==> src/design/mod_arith_pkg.sv <==
// Modulus and Barrett constants for the residue pipeline.
// Import this package wherever data widths or reduction constants are needed.

package mod_arith_pkg;

  // ********************
  // data widths
  // ********************
  localparam int DAT_BITS = 16;                      // residue width
  localparam int IN_BITS  = 2 * DAT_BITS;            // double-width input

  // ********************
  // modulus
  // ********************
  localparam logic [DAT_BITS-1:0] MOD_P = 16'd65521; // largest 16-bit prime

  // ********************
  // Barrett reduction
  // ********************
  // k = half the bit length of P plus one, gives 9 here
  localparam int BAR_K = $clog2(MOD_P) / 2 + 1;

  // floor(2^(4k) / P), a 21-bit constant for P = 65521
  localparam longint unsigned BAR_U = (64'd1 << (4 * BAR_K)) / MOD_P;

  // bits kept for the final subtraction, enough for 0 .. 3P
  localparam int LOW_BITS = 2 * BAR_K + 2;

  // multiplier operand width, wide enough for either product
  localparam int OPR_BITS = IN_BITS;

endpackage

==> src/design/stream_pkg.sv <==
// Stream-level definitions shared by the reduction pipe, the arbiter and
// the multiplier: tag width, latencies, FIFO depth and the request and
// response payloads that travel on the val/rdy links.

package stream_pkg;

  import mod_arith_pkg::*;

  // ********************
  // sizes
  // ********************
  localparam int CTL_BITS   = 8;   // user tag per item
  localparam int MUL_LAT    = 3;   // multiplier stages
  localparam int FIFO_DEPTH = 16;  // residue and route fifos

  // ********************
  // multiplier payloads
  // ********************
  // request: a * b, tag rides along untouched
  typedef struct packed {
    logic [OPR_BITS-1:0] a;
    logic [OPR_BITS-1:0] b;
    logic [CTL_BITS-1:0] ctl;
  } mult_req_t;

  // response: full-width product plus the request tag
  typedef struct packed {
    logic [2*OPR_BITS-1:0] dat;
    logic [CTL_BITS-1:0]   ctl;
  } mult_rsp_t;

  // ********************
  // arbiter ports
  // ********************
  typedef enum logic {
    PORT_0 = 1'b0,  // quotient estimate
    PORT_1 = 1'b1   // quotient times modulus
  } port_id_t;

endpackage

==> src/design/stream_fifo.sv <==
// Synchronous FIFO with val/rdy on both sides. The payload type is a
// parameter, so the same block buffers residue low parts and port ids.
// Depth comes from the stream package.

`timescale 1ns/1ps

module stream_fifo #(
  parameter type payload_t = logic
) (
  input  logic     i_clk,
  input  logic     i_rst,
  input  payload_t i_dat,
  input  logic     i_val,
  output logic     o_rdy,
  output payload_t o_dat,
  output logic     o_val,
  input  logic     i_rdy
);

  payload_t mem [stream_pkg::FIFO_DEPTH];                    // storage, no reset

  logic [$clog2(stream_pkg::FIFO_DEPTH)-1:0] wr_ptr;
  logic [$clog2(stream_pkg::FIFO_DEPTH)-1:0] rd_ptr;
  logic [$clog2(stream_pkg::FIFO_DEPTH):0]   count;         // one extra bit for full
  logic                                      push;
  logic                                      pop;

  assign o_rdy = (count != stream_pkg::FIFO_DEPTH);          // not full
  assign o_val = (count != '0);                              // not empty
  assign o_dat = mem[rd_ptr];                                // head, read ahead
  assign push  = i_val && o_rdy;
  assign pop   = o_val && i_rdy;

  // ********************
  // pointers and count
  // ********************
  always_ff @(posedge i_clk) begin
    if (i_rst) begin
      wr_ptr <= '0;
      rd_ptr <= '0;
      count  <= '0;
    end else begin
      if (push)
        wr_ptr <= (wr_ptr == stream_pkg::FIFO_DEPTH - 1) ? '0 : wr_ptr + 1'b1;
      if (pop)
        rd_ptr <= (rd_ptr == stream_pkg::FIFO_DEPTH - 1) ? '0 : rd_ptr + 1'b1;
      case ({push, pop})
        2'b10:   count <= count + 1'b1;
        2'b01:   count <= count - 1'b1;
        default: count <= count;                             // both or neither
      endcase
    end
  end

  // ********************
  // storage write
  // ********************
  always_ff @(posedge i_clk) begin
    if (push)
      mem[wr_ptr] <= i_dat;
  end

endmodule

==> src/design/pipe_multiplier.sv <==
// Pipelined unsigned multiplier, MUL_LAT register stages deep.
// The tag travels beside the product. Under back-pressure the whole pipe
// freezes, so a product leaves MUL_LAT cycles after acceptance when idle.

`timescale 1ns/1ps

module pipe_multiplier
  import mod_arith_pkg::*, stream_pkg::*;
(
  input  logic      i_clk,
  input  logic      i_rst,
  input  mult_req_t i_req,
  input  logic      i_val,
  output logic      o_rdy,
  output mult_rsp_t o_rsp,
  output logic      o_val,
  input  logic      i_rdy
);

  // stage 0: two partial products, split on the low half of b
  logic [OPR_BITS+OPR_BITS/2-1:0] pp_lo;
  logic [OPR_BITS+OPR_BITS/2-1:0] pp_hi;
  logic [CTL_BITS-1:0]            pp_ctl;

  // stages 1 .. MUL_LAT-1: summed product, then plain delay
  mult_rsp_t          stg_rsp [1:MUL_LAT-1];
  logic [MUL_LAT-1:0] stg_val;                   // bit 0 is the partial-product stage
  logic               adv;

  // advance only if the last stage is empty or leaving
  assign adv   = ~stg_val[MUL_LAT-1] || i_rdy;
  assign o_rdy = adv;
  assign o_rsp = stg_rsp[MUL_LAT-1];
  assign o_val = stg_val[MUL_LAT-1];

  // ********************
  // valid chain
  // ********************
  always_ff @(posedge i_clk) begin
    if (i_rst) begin
      stg_val <= '0;
    end else if (adv) begin
      stg_val <= {stg_val[MUL_LAT-2:0], i_val};  // shift in new item
    end
  end

  // ********************
  // datapath
  // ********************
  always_ff @(posedge i_clk) begin
    if (adv) begin
      pp_lo  <= i_req.a * i_req.b[OPR_BITS/2-1:0];
      pp_hi  <= i_req.a * i_req.b[OPR_BITS-1:OPR_BITS/2];
      pp_ctl <= i_req.ctl;
      // recombine, high partial weighted by 2^(OPR_BITS/2)
      stg_rsp[1].dat <= (2*OPR_BITS)'(pp_lo)
                      + ((2*OPR_BITS)'(pp_hi) << (OPR_BITS / 2));
      stg_rsp[1].ctl <= pp_ctl;
      for (int i = 2; i < MUL_LAT; i++) begin
        stg_rsp[i] <= stg_rsp[i-1];              // delay to full latency
      end
    end
  end

endmodule

==> src/design/mult_arbiter.sv <==
// Shares one multiplier between two request ports in round-robin order.
// The granted port id is queued in a route FIFO, and each product is sent
// back to the port at its head, so responses come back in grant order.
// No registers on the data path; only priority and route state.

`timescale 1ns/1ps

module mult_arbiter
  import stream_pkg::*;
(
  input  logic      i_clk,
  input  logic      i_rst,
  // request ports
  input  mult_req_t i_req_0,
  input  mult_req_t i_req_1,
  input  logic      i_req_val_0,
  input  logic      i_req_val_1,
  output logic      o_req_rdy_0,
  output logic      o_req_rdy_1,
  // toward multiplier
  output mult_req_t o_mul_req,
  output logic      o_mul_val,
  input  logic      i_mul_rdy,
  // from multiplier
  input  mult_rsp_t i_mul_rsp,
  input  logic      i_mul_val,
  output logic      o_mul_rdy,
  // response ports
  output mult_rsp_t o_rsp_0,
  output mult_rsp_t o_rsp_1,
  output logic      o_rsp_val_0,
  output logic      o_rsp_val_1,
  input  logic      i_rsp_rdy_0,
  input  logic      i_rsp_rdy_1
);

  logic     prio;        // 1: port 1 wins a tie
  port_id_t grant_port;
  port_id_t head_port;   // owner of the next product
  logic     any_req;
  logic     grant_ok;
  logic     route_rdy;
  logic     route_val;
  logic     route_pop;

  // ********************
  // request side
  // ********************
  assign any_req    = i_req_val_0 || i_req_val_1;
  assign grant_port = (i_req_val_1 && (~i_req_val_0 || prio)) ? PORT_1 : PORT_0;
  assign grant_ok   = route_rdy && i_mul_rdy;          // room to log the owner

  assign o_mul_req   = (grant_port == PORT_1) ? i_req_1 : i_req_0;
  assign o_mul_val   = any_req && route_rdy;
  assign o_req_rdy_0 = grant_ok && (grant_port == PORT_0);
  assign o_req_rdy_1 = grant_ok && (grant_port == PORT_1);

  always_ff @(posedge i_clk) begin
    if (i_rst) begin
      prio <= 1'b0;
    end else if (i_req_val_0 && i_req_val_1 && grant_ok) begin
      prio <= ~prio;                                   // flip on contended grant
    end
  end

  // ********************
  // response side
  // ********************
  assign o_rsp_0     = i_mul_rsp;
  assign o_rsp_1     = i_mul_rsp;
  assign o_rsp_val_0 = i_mul_val && route_val && (head_port == PORT_0);
  assign o_rsp_val_1 = i_mul_val && route_val && (head_port == PORT_1);
  assign o_mul_rdy   = route_val && ((head_port == PORT_1) ? i_rsp_rdy_1 : i_rsp_rdy_0);
  assign route_pop   = i_mul_val && o_mul_rdy;

  // owner of every product in flight, in grant order
  stream_fifo #(
    .payload_t ( port_id_t )
  ) u_route_fifo (
    .i_clk ( i_clk              ),
    .i_rst ( i_rst              ),
    .i_dat ( grant_port         ),
    .i_val ( any_req && i_mul_rdy ),
    .o_rdy ( route_rdy          ),
    .o_dat ( head_port          ),
    .o_val ( route_val          ),
    .i_rdy ( route_pop          )
  );

endmodule

==> src/design/barrett_reduce_pipe.sv <==
// Barrett reduction of a double-width value modulo MOD_P in four stages.
// Port 0 carries the quotient estimate product, port 1 the quotient times
// modulus product; both must be served by an external multiplier.
// Items leave in input order with their tags.

`timescale 1ns/1ps

module barrett_reduce_pipe
  import mod_arith_pkg::*, stream_pkg::*;
(
  input  logic                i_clk,
  input  logic                i_rst,
  input  logic [IN_BITS-1:0]  i_dat,
  input  logic [CTL_BITS-1:0] i_ctl,
  input  logic                i_val,
  output logic                o_rdy,
  output logic [DAT_BITS-1:0] o_dat,
  output logic [CTL_BITS-1:0] o_ctl,
  output logic                o_val,
  output logic                o_err,
  input  logic                i_rdy,
  // multiplier port 0
  output mult_req_t           o_mul_req_0,
  output logic                o_mul_val_0,
  input  logic                i_mul_rdy_0,
  input  mult_rsp_t           i_mul_rsp_0,
  input  logic                i_mul_val_0,
  output logic                o_mul_rdy_0,
  // multiplier port 1
  output mult_req_t           o_mul_req_1,
  output logic                o_mul_val_1,
  input  logic                i_mul_rdy_1,
  input  mult_rsp_t           i_mul_rsp_1,
  input  logic                i_mul_val_1,
  output logic                o_mul_rdy_1
);

  logic                s1_val, s2_val, s3_val;
  logic                half_busy;           // item between port 0 grant and stage 2 exit
  logic                xfer_0, xfer_1;
  logic                ld_1, ld_3, ld_4;
  logic [LOW_BITS-1:0] s3_dat;
  logic [CTL_BITS-1:0] s3_ctl;
  logic [LOW_BITS-1:0] low_dat;
  logic                low_rdy, low_val, low_pop;

  // ********************
  // stage 1: x >> (2k-2) times u
  // ********************
  // one item at a time in the first half, so a port 0 product always
  // finds stage 2 empty and never freezes the shared multiplier
  assign o_mul_val_0 = s1_val && ~half_busy;
  assign xfer_0      = o_mul_val_0 && i_mul_rdy_0;
  assign ld_1        = ~s1_val || xfer_0;
  assign o_rdy       = ld_1 && low_rdy;           // also need room for the low part

  always_ff @(posedge i_clk) begin
    if (i_rst) begin
      s1_val    <= 1'b0;
      half_busy <= 1'b0;
    end else begin
      if (ld_1)
        s1_val <= i_val && low_rdy;
      if (xfer_0)
        half_busy <= 1'b1;
      else if (xfer_1)
        half_busy <= 1'b0;                        // quotient handed to port 1
    end
  end

  always_ff @(posedge i_clk) begin
    if (ld_1) begin
      o_mul_req_0.a   <= i_dat >> (2 * BAR_K - 2);
      o_mul_req_0.b   <= OPR_BITS'(BAR_U);
      o_mul_req_0.ctl <= i_ctl;
    end
  end

  // ********************
  // stage 2: q3 = product >> (2k+2), times P
  // ********************
  assign o_mul_rdy_0 = ~s2_val;
  assign o_mul_val_1 = s2_val;
  assign xfer_1      = s2_val && i_mul_rdy_1;

  always_ff @(posedge i_clk) begin
    if (i_rst)
      s2_val <= 1'b0;
    else if (~s2_val)
      s2_val <= i_mul_val_0;
    else if (i_mul_rdy_1)
      s2_val <= 1'b0;
  end

  always_ff @(posedge i_clk) begin
    if (~s2_val) begin
      o_mul_req_1.a   <= OPR_BITS'(i_mul_rsp_0.dat >> (2 * BAR_K + 2));
      o_mul_req_1.b   <= OPR_BITS'(MOD_P);
      o_mul_req_1.ctl <= i_mul_rsp_0.ctl;
    end
  end

  // ********************
  // stage 3: low part minus low part of q3*P
  // ********************
  assign ld_3        = ~s3_val || ld_4;
  assign o_mul_rdy_1 = ld_3 && low_val;
  assign low_pop     = i_mul_val_1 && o_mul_rdy_1;

  always_ff @(posedge i_clk) begin
    if (i_rst)
      s3_val <= 1'b0;
    else if (ld_3)
      s3_val <= i_mul_val_1 && low_val;
  end

  always_ff @(posedge i_clk) begin
    if (ld_3) begin
      s3_dat <= low_dat - i_mul_rsp_1.dat[LOW_BITS-1:0];  // wraps mod 2^LOW_BITS
      s3_ctl <= i_mul_rsp_1.ctl;
    end
  end

  // ********************
  // stage 4: at most one subtraction of P
  // ********************
  assign ld_4 = ~o_val || i_rdy;

  always_ff @(posedge i_clk) begin
    if (i_rst) begin
      o_val <= 1'b0;
      o_err <= 1'b0;
    end else if (ld_4) begin
      o_val <= s3_val;
      if (s3_val && (s3_dat > 2 * MOD_P))
        o_err <= 1'b1;                            // sticky, estimate off by too much
    end
  end

  always_ff @(posedge i_clk) begin
    if (ld_4) begin
      o_dat <= (s3_dat >= MOD_P) ? DAT_BITS'(s3_dat - MOD_P) : DAT_BITS'(s3_dat);
      o_ctl <= s3_ctl;
    end
  end

  // low bits of each input, waiting for its q3*P product
  stream_fifo #(
    .payload_t ( logic [LOW_BITS-1:0] )
  ) u_low_fifo (
    .i_clk ( i_clk                ),
    .i_rst ( i_rst                ),
    .i_dat ( i_dat[LOW_BITS-1:0]  ),
    .i_val ( i_val && ld_1        ),
    .o_rdy ( low_rdy              ),
    .o_dat ( low_dat              ),
    .o_val ( low_val              ),
    .i_rdy ( low_pop              )
  );

endmodule

==> src/design/barrett_reduce_top.sv <==
// Top level of the modular reduction unit. The reduction pipe's two
// multiplier ports share one pipelined multiplier through the arbiter.
// Input is any value below MOD_P squared; output is its residue.

`timescale 1ns/1ps

module barrett_reduce_top
  import mod_arith_pkg::*, stream_pkg::*;
(
  input  logic                i_clk,
  input  logic                i_rst,
  input  logic [IN_BITS-1:0]  i_dat,
  input  logic [CTL_BITS-1:0] i_ctl,
  input  logic                i_val,
  output logic                o_rdy,
  output logic [DAT_BITS-1:0] o_dat,
  output logic [CTL_BITS-1:0] o_ctl,
  output logic                o_val,
  output logic                o_err,
  input  logic                i_rdy
);

  // ********************
  // pipe <-> arbiter
  // ********************
  mult_req_t req_0, req_1;
  logic      req_val_0, req_val_1, req_rdy_0, req_rdy_1;
  mult_rsp_t rsp_0, rsp_1;
  logic      rsp_val_0, rsp_val_1, rsp_rdy_0, rsp_rdy_1;

  // ********************
  // arbiter <-> multiplier
  // ********************
  mult_req_t mul_req;
  logic      mul_req_val, mul_req_rdy;
  mult_rsp_t mul_rsp;
  logic      mul_rsp_val, mul_rsp_rdy;

  barrett_reduce_pipe u_barrett_reduce_pipe (
    .i_clk, .i_rst, .i_dat, .i_ctl, .i_val, .o_rdy,
    .o_dat, .o_ctl, .o_val, .o_err, .i_rdy,
    .o_mul_req_0 ( req_0     ), .o_mul_val_0 ( req_val_0 ), .i_mul_rdy_0 ( req_rdy_0 ),
    .i_mul_rsp_0 ( rsp_0     ), .i_mul_val_0 ( rsp_val_0 ), .o_mul_rdy_0 ( rsp_rdy_0 ),
    .o_mul_req_1 ( req_1     ), .o_mul_val_1 ( req_val_1 ), .i_mul_rdy_1 ( req_rdy_1 ),
    .i_mul_rsp_1 ( rsp_1     ), .i_mul_val_1 ( rsp_val_1 ), .o_mul_rdy_1 ( rsp_rdy_1 )
  );

  mult_arbiter u_mult_arbiter (
    .i_clk, .i_rst,
    .i_req_0     ( req_0       ), .i_req_1     ( req_1       ),
    .i_req_val_0 ( req_val_0   ), .i_req_val_1 ( req_val_1   ),
    .o_req_rdy_0 ( req_rdy_0   ), .o_req_rdy_1 ( req_rdy_1   ),
    .o_mul_req   ( mul_req     ), .o_mul_val   ( mul_req_val ), .i_mul_rdy ( mul_req_rdy ),
    .i_mul_rsp   ( mul_rsp     ), .i_mul_val   ( mul_rsp_val ), .o_mul_rdy ( mul_rsp_rdy ),
    .o_rsp_0     ( rsp_0       ), .o_rsp_1     ( rsp_1       ),
    .o_rsp_val_0 ( rsp_val_0   ), .o_rsp_val_1 ( rsp_val_1   ),
    .i_rsp_rdy_0 ( rsp_rdy_0   ), .i_rsp_rdy_1 ( rsp_rdy_1   )
  );

  pipe_multiplier u_pipe_multiplier (
    .i_clk, .i_rst,
    .i_req ( mul_req     ), .i_val ( mul_req_val ), .o_rdy ( mul_req_rdy ),
    .o_rsp ( mul_rsp     ), .o_val ( mul_rsp_val ), .i_rdy ( mul_rsp_rdy )
  );

endmodule

==> config.mk <==
export PLATFORM = sky130hd
export DESIGN_NAME = barrett_reduce_top
export DESIGN_NICKNAME = d
export VERILOG_FILES = /design/src/design/mod_arith_pkg.sv /design/src/design/stream_pkg.sv /design/src/design/stream_fifo.sv /design/src/design/pipe_multiplier.sv /design/src/design/mult_arbiter.sv /design/src/design/barrett_reduce_pipe.sv /design/src/design/barrett_reduce_top.sv
export SDC_FILE = /design/constraint.sdc
export NUM_CORES = 2
export LEC_CHECK = 0
export BUFFER_PORTS_ARGS = -buffer_cell sky130_fd_sc_hd__buf_2
export CORE_MARGIN = 5
export CORE_UTILIZATION = 50
export DETAILED_ROUTE_END_ITERATION = 16
export PLACE_DENSITY = 0.66
export SLEW_MARGIN = 20
export SYNTH_ARGS = -nofsm -noshare
export SYNTH_HDL_FRONTEND = slang
export SYNTH_SLANG_ARGS = --single-unit
export TNS_END_PERCENT = 10
==> constraint.sdc <==
create_clock -name i_clk -period 19.4 [get_ports i_clk]
set_input_delay 3.88 -clock i_clk [delete_from_list [all_inputs] [get_ports i_clk]]
set_output_delay 3.88 -clock i_clk [all_outputs]
set_load 0.01 [all_outputs]
# Yosys cells after proc, flatten, opt, wreduce, memory -nomap -nowiden
# Memory sizes are Yosys's and may differ from the RTL's. A register that Yosys moved wholly into a read port is not among the register bits.
# Index checks and enable logic that the tools add are counted.
# W data, S select, Z words.
[word_totals]
reg_bits = 256
ramBits = 480
in_bits = 44
memories = 3
[op_classes]
addsub = 11
multipliers = 2
magnitude_cmp = 2
eq_ne = 10
muxes = 24
n_bitwise = 10
n_reduce_logical = 39
[memory_table]
columns = ["memory", "words", "word_bits", "rd", "rd_clocked_by_memory_dff", "wr", "line_no", "source"]
rows = [
  ["u_barrett_reduce_pipe.u_low_fifo.mem", 16, 20, 1, 1, 1, "stream_fifo.sv:20", "payload_t mem [stream_pkg::FIFO_DEPTH];"],
  ["u_pipe_multiplier.stg_rsp", 2, 72, 2, 0, 2, "pipe_multiplier.sv:26", "mult_rsp_t stg_rsp [1:MUL_LAT-1];"],
  ["u_mult_arbiter.u_route_fifo.mem", 16, 1, 1, 1, 1, "stream_fifo.sv:20", ""],
]
[ops]
columns = ["operator", "n"]
rows = [
  ["$mul A32 B16 Y48", 2],
  ["$mux W72", 1],
  ["$add A48 B64 Y64", 1],
  ["$mux W4", 8],
  ["$logic_and A1 B1 Y1", 27],
  ["$ge A20 B16 Y1 const B", 1],
  ["$gt A20 B17 Y1 const B", 1],
  ["$pmux W5 S2", 2],
  ["$sub A20 B20 Y20", 1],
  ["$add A4 B1 Y4 const B", 4],
  ["$eq A4 B4 Y1 const B", 4],
  ["$mux W16", 1],
  ["$sub A16 B16 Y16 const B", 1],
  ["$mux W1", 12],
  ["$add A5 B1 Y5 const B", 2],
  ["$ne A5 B5 Y1 const B", 2],
  ["$not A1 Y1", 10],
  ["$reduce_bool A5 Y1", 2],
  ["$sub A5 B1 Y5 const B", 2],
  ["$logic_or A1 B1 Y1", 6],
  ["$reduce_bool A2 Y1", 3],
  ["$eq A2 B1 Y1 const B", 2],
  ["$eq A2 B2 Y1 const B", 2],
  ["$reduce_and A2 Y1", 1],
]

# Longest topological paths before layout
[depth]
word_depth = 15
depth_mapped = 29

# Cells and area by module
# Synthesis repeated with hierarchy kept, for this count alone.
[hier_totals]
cells_unflattened = 5724
hier_area_um2 = 64529.4
[modules_own_cells]
columns = ["mod", "instances", "cells_each", "area_each_um2", "seq_area_each_um2"]
rows = [
  ["pipe_multiplier", 1, 4314, 41897.7, 7507.2],
  ["stream_fifo at u_barrett_reduce_pipe.u_low_fifo", 1, 561, 13026.2, 9949.5],
  ["barrett_reduce_pipe", 1, 467, 5886.9, 3603.5],
  ["mult_arbiter", 1, 242, 2102.0, 20.0],
  ["stream_fifo at u_mult_arbiter.u_route_fifo", 1, 140, 1616.6, 820.8],
]

# Worst setup path after synthesis
# Ideal clock, no wire load.
[synth_timing]
kind = "input to register"
start = "input port i_rdy"
end = "register u_pipe_multiplier.pp_ctl[0] (enable)"
arrival_ps = 9484
required_ps = 18839
path_slack_ps = 9356
stages = 5
cell_sequence = "nand3b_1 -> o21ai_0 -> mux2_4 -> o21a_1 -> inv_1"
[synth_via]
elab_chain_cells = 6
[synth_lines]
columns = ["element", "line_no", "source"]
rows = [
  ["start: declaration", "barrett_reduce_top.sv:20", "input logic i_rdy"],
  ["$logic_or A1 B1 Y1", "barrett_reduce_pipe.sv:127", "assign ld_4 = ~o_val || i_rdy;"],
  ["$logic_or A1 B1 Y1", "barrett_reduce_pipe.sv:106", "assign ld_3 = ~s3_val || ld_4;"],
  ["$logic_and A1 B1 Y1", "barrett_reduce_pipe.sv:107", "assign o_mul_rdy_1 = ld_3 && low_val;"],
  ["$mux W1", "mult_arbiter.sv:73", "assign o_mul_rdy = route_val && ((head_port == PORT_1) ? i_rsp_rdy_1 : i_rsp_rdy_0);"],
  ["$logic_and A1 B1 Y1", "mult_arbiter.sv:73", ""],
  ["$logic_or A1 B1 Y1", "pipe_multiplier.sv:31", "assign adv = ~stg_val[MUL_LAT-1] || i_rdy;"],
  ["end signal: assignment", "pipe_multiplier.sv:54", "pp_ctl <= i_req.ctl;"],
  ["end: declaration", "pipe_multiplier.sv:23", "logic [CTL_BITS-1:0] pp_ctl;"],
]
# Every way passes these cells.
# A chain may end at the register's enable or synchronous reset.

# Final worst setup path
[layout_timing]
start = "input port i_rdy"
end = "output port o_rdy"
[layout_via]
elab_chain_cells = 11
[layout_lines]
columns = ["element", "line_no", "source"]
rows = [
  ["$logic_or A1 B1 Y1", "barrett_reduce_pipe.sv:127", ""],
  ["$logic_or A1 B1 Y1", "barrett_reduce_pipe.sv:106", ""],
  ["$logic_and A1 B1 Y1", "barrett_reduce_pipe.sv:107", ""],
  ["$mux W1", "mult_arbiter.sv:73", ""],
  ["$logic_and A1 B1 Y1", "mult_arbiter.sv:73", ""],
  ["$logic_or A1 B1 Y1", "pipe_multiplier.sv:31", ""],
  ["$logic_and A1 B1 Y1", "mult_arbiter.sv:51", "assign grant_ok = route_rdy && i_mul_rdy;"],
  ["$logic_and A1 B1 Y1", "mult_arbiter.sv:55", "assign o_req_rdy_0 = grant_ok && (grant_port == PORT_0);"],
  ["$logic_and A1 B1 Y1", "barrett_reduce_pipe.sv:53", "assign xfer_0 = o_mul_val_0 && i_mul_rdy_0;"],
  ["$logic_or A1 B1 Y1", "barrett_reduce_pipe.sv:54", "assign ld_1 = ~s1_val || xfer_0;"],
  ["named net u_barrett_reduce_pipe.ld_1", "barrett_reduce_pipe.sv:41", "logic ld_1, ld_3, ld_4;"],
  ["$logic_and A1 B1 Y1", "barrett_reduce_pipe.sv:55", "assign o_rdy = ld_1 && low_rdy;"],
  ["end: declaration", "barrett_reduce_top.sv:15", "output logic o_rdy,"],
]
# The timed path passes the listed nets, and every way through them passes these cells.

==> impl_metrics.env <==
export IMPL_period_needed_ns=9.973
export IMPL_hold_path_endpoint="u_pipe_multiplier.stg_rsp[2][47]"
export IMPL_r2r_end="u_pipe_multiplier.pp_lo[47]"
export IMPL_die_h_microns=285.6
export IMPL_ys_warn_count=0
export IMPL_critPathKind="input port to output pin"
export IMPL_dieArea_sq_um=81590
export IMPL_skew_ns=0.03173
export IMPL_cts_tree="built"
export IMPL_hp_start="u_pipe_multiplier.stg_rsp[1][47]"
export IMPL_p_switching_mw=1.269
export IMPL_drive_gt1_share_pct=12.32
export IMPL_num_rows=101
export IMPL_synth_area_sq_um=37990
export IMPL_ctsResizeCount=0
export IMPL_p_leak_nw=17.62
export IMPL_cp_arrival_ns=6.09
export IMPL_clock_latency_ns=0.62
export IMPL_synth_edf_count=660
export IMPL_status="finished clean"
export IMPL_grt_first_pass_wirelength_microns=124400
export IMPL_min_period_over_period_pct=51.41
export IMPL_via_per_inst=5.458
export IMPL_gp_congestion=0.8923
export IMPL_post_cts_buffers=0
export IMPL_root_buffer="clkbuf_16"
export IMPL_vias=20680
export IMPL_design_area_sq_um=42010
export IMPL_ys_flop_type="edfxtp_1"
export IMPL_r2r_cells=27
export IMPL_grt_max_degree=131
export IMPL_cts_hold_buf=0
export IMPL_dp_hpwl_microns=56430
export IMPL_relSlewSlack_pct=35.04
export IMPL_max_cap_viol_count=0
export IMPL_tns_ns=0
export IMPL_slowest_delay_ns=0.49
export IMPL_cp_start_kind="input port"
export IMPL_drtPass1Iterations=5
export IMPL_critical_path_endpoint_type="output pin"
export IMPL_grt_ovfl_total=0
export IMPL_worstHoldPathType="flip-flop to flip-flop"
export IMPL_num_io_pins=71
export IMPL_setup_viol=0
export IMPL_pwr_share_seq_pct=46.5
export IMPL_ys_types=65
export IMPL_report_final_slew_viol_count=0
export IMPL_hold_viol_final=0
export IMPL_routedWlPerCell_microns=20.71
export IMPL_syn_area_per_cell_sq_um=14.51
export IMPL_p_clk_share_pct=31.2
export IMPL_cts_buffer_depth=3
export IMPL_clock_sinks=704
export IMPL_grt_pass1_vias=21940
export IMPL_r2r_slack_ns=10.59
export IMPL_dpl_instance_area_sq_um=39630
export IMPL_rsz0062_at_grt="false"
export IMPL_fin_cells=3789
export IMPL_antenna_found_initial=1
export IMPL_min_path_cells=0
export IMPL_max_freq_mhz=100.3
export IMPL_die_w_microns=285.6
export IMPL_core_sq_um=75700
export IMPL_hold_slack_ns=0.4108
export IMPL_ys_seq_elements=704
export IMPL_p_comb_share_pct=22.3
export IMPL_numCtsBuffers=73
export IMPL_required_ns=15.52
export IMPL_port_buffers=70
export IMPL_start_util_pct=50.19
export IMPL_cpMaxStageDelayCell="a21bo_4"
export IMPL_switching_share_pct=28.93
export IMPL_worst_slew_pin_slew_ns=0.9744
export IMPL_synth_seq_area_share_pct=54.49
export IMPL_ys_async_sr_fraction_pct=0
export IMPL_crit_path_max_fanout=30
export IMPL_fin_util_pct=55.50
export IMPL_final_nets=3285
export IMPL_htreeDepth=3
export IMPL_fill_cells=6032
export IMPL_crit_path_cell_trace="buf_2, nand3b_1, buf_4, o21ai_0, mux2_4, o21ai_4, a21bo_4, and2_1, buf_2"
export IMPL_routed_wl_microns=78460
export IMPL_r2r_start="u_barrett_reduce_pipe.half_busy"
export IMPL_synth_cells=2619
export IMPL_p_per_area_nw_per_um2=104.4
export IMPL_place_inst=3653
export IMPL_p_int_mw=3.118
export IMPL_cpMostUsedCell="buf_2"
export IMPL_antenna_left=0
export IMPL_drc_errors=0
export IMPL_ir_drop_mv=0.07123
export IMPL_clk_pin_slew_ns=0.06
export IMPL_track_usage_pct=19.72
export IMPL_first_iter_violations=1429
export IMPL_syn_to_final_growth_pct=10.59
-- synthesized netlist by cell type, types with 4 or more instances --
library cell	n	area [sq um]
edfxtp_1	660	19820
inv_1	394	1479
ha_1	249	3115
fa_1	242	4845
nand2_1	121	454.2
a21oi_1	115	575.6
mux4_2	103	2320
xnor2_1	102	893.4
nor2_1	91	341.6
o21ai_0	66	330.3
a21o_1	51	382.9
and2_1	48	300.3
dfxtp_1	44	880.8
clkbuf_1	39	146.4
xor2_1	38	332.8
nand3_1	25	125.1
and3_1	23	143.9
nor3_1	19	95.09
or2_2	19	118.9
nand2b_1	16	100.1
o21a_1	14	105.1
buf_1	11	41.29
a211oi_1	10	75.07
nand4_1	9	56.30
nor2b_1	9	56.30
o21bai_1	9	67.56
or3_1	9	56.30
a31oi_1	8	50.05
a21boi_0	6	45.04
mux2i_1	6	60.06
and4_1	5	43.79
o211ai_1	4	30.03
o31ai_1	4	30.03
-- worst max path at each step --
| stage | start | end | depth (start not counted) |
|---|---|---|---|
| floorplan | i_rdy | u_pipe_multiplier.pp_ctl[0] | 5 |
| global placement | i_rdy | o_rdy | 9 |
| detailed placement | i_rdy | o_rdy | 9 |
| CTS | i_rdy | o_rdy | 9 |
| global route | i_rdy | o_rdy | 9 |
| finish | i_rdy | o_rdy | 9 |
-- cells by family (layout without fill, tap and decap cells) --
kind of cell	Yosys count	after routing	share of synthesized area, %
flip-flops	704	704	54.49
other	1	18	0.009871
buffers and inverters	446	621	4.413
multiplexers	112	112	6.442
adder cells (fa/ha/maj)	492	492	20.98
AND/OR/NAND/NOR	406	406	5.214
XOR/XNOR	140	140	3.228
AO/OA/AOI/OAI	318	318	5.227
-- power groups by stage --
stage | combinational (mW) | sequential, mW | clock (mW)
floorplan | 0.735 | 2.02 | 0
global placement | 0.958 | 2.06 | 0
detailed placement | 0.977 | 2.07 | 0
CTS | 0.987 | 2.04 | 1.40
global route | 1.11 | 2.06 | 1.47
finish | 0.979 | 2.04 | 1.37
-- cell type report --
type / instances / area, sq um / share of cell area [%]
timing repair buffer: 93 / 523.0 / 1.245
multi-input combinational: 1484 / 15690 / 37.34
antenna: 2 / 5.005 / 0.01191
inverter: 394 / 1486 / 3.538
clock inverter: 50 / 470.5 / 1.120
sequential: 704 / 20710 / 49.29
clock buffer: 84 / 1911 / 4.548
tap: 978 / 1224 / 2.913
-- registers in the layout, summed over array words and instances (netlist names), 3 cells and up, named ones only --
| name | flops |
|---|---|
| u_pipe_multiplier.stg_val | 3 |
| u_barrett_reduce_pipe.u_low_fifo.rd_ptr | 4 |
| u_barrett_reduce_pipe.o_mul_req_1 | 40 |
| u_barrett_reduce_pipe.s3_ctl | 8 |
| u_pipe_multiplier.pp_ctl | 8 |
| u_barrett_reduce_pipe.o_dat | 16 |
| u_barrett_reduce_pipe.o_ctl | 8 |
| u_mult_arbiter.u_route_fifo.mem | 16 |
| u_barrett_reduce_pipe.o_mul_req_0 | 24 |
| u_barrett_reduce_pipe.u_low_fifo.count | 5 |
| u_mult_arbiter.u_route_fifo.wr_ptr | 4 |
| u_mult_arbiter.u_route_fifo.rd_ptr | 4 |
| u_pipe_multiplier.stg_rsp | 120 |
| u_barrett_reduce_pipe.s3_dat | 20 |
| u_mult_arbiter.u_route_fifo.count | 5 |
| u_barrett_reduce_pipe.u_low_fifo.wr_ptr | 4 |
| u_pipe_multiplier.pp_lo | 48 |
| u_barrett_reduce_pipe.u_low_fifo.mem | 320 |
| u_pipe_multiplier.pp_hi | 32 |
-- cells in the final DEF (no fill, tap or decap), types with 19 or more instances in the layout --
cell | Yosys | routed
edfxtp_1 | 660 | 660
inv_1 | 394 | 391
ha_1 | 249 | 249
fa_1 | 242 | 242
nand2_1 | 121 | 121
a21oi_1 | 115 | 115
mux4_2 | 103 | 103
xnor2_1 | 102 | 102
nor2_1 | 91 | 91
clkbuf_16 | 0 | 75
buf_2 | 1 | 70
o21ai_0 | 66 | 65
a21o_1 | 51 | 51
and2_1 | 48 | 44
dfxtp_1 | 44 | 42
xor2_1 | 38 | 38
nand3_1 | 25 | 25
and3_1 | 23 | 23
buf_4 | 0 | 23
clkinv_2 | 0 | 20
or2_2 | 19 | 19
nor3_1 | 19 | 19
-- critical path: cells and delay by family --
| kind | cells | cell delay [ns] |
|---|---|---|
| buf+inv | 3 | 0.66 |
| compound gates | 3 | 0.90 |
| mux | 1 | 0.33 |
| simple gates | 2 | 0.31 |
-- metrics by stage --
| step | total power [mW] | setup slack [ns] |
|---|---|---|
| floorplan | 2.757 | 9.356 |
| global placement | 3.023 | 9.430 |
| detailed placement | 3.048 | 9.357 |
| CTS | 4.427 | 9.343 |
| global route | 4.633 | 9.248 |
| finish | 4.387 | 9.427 |
-- routing by layer --
metal	vias up	share of wire, %	routed length [microns]	global-route usage [%]
met4	0	2.4	1900	4.871
met3	117	4.0	3164	2.837
met5	-	0	0	0
met2	450	51	39860	33.64
met1	10600	43	33540	27.06
li1	9514	-	-	-
Note: power is estimated with default switching activity, not from simulation.
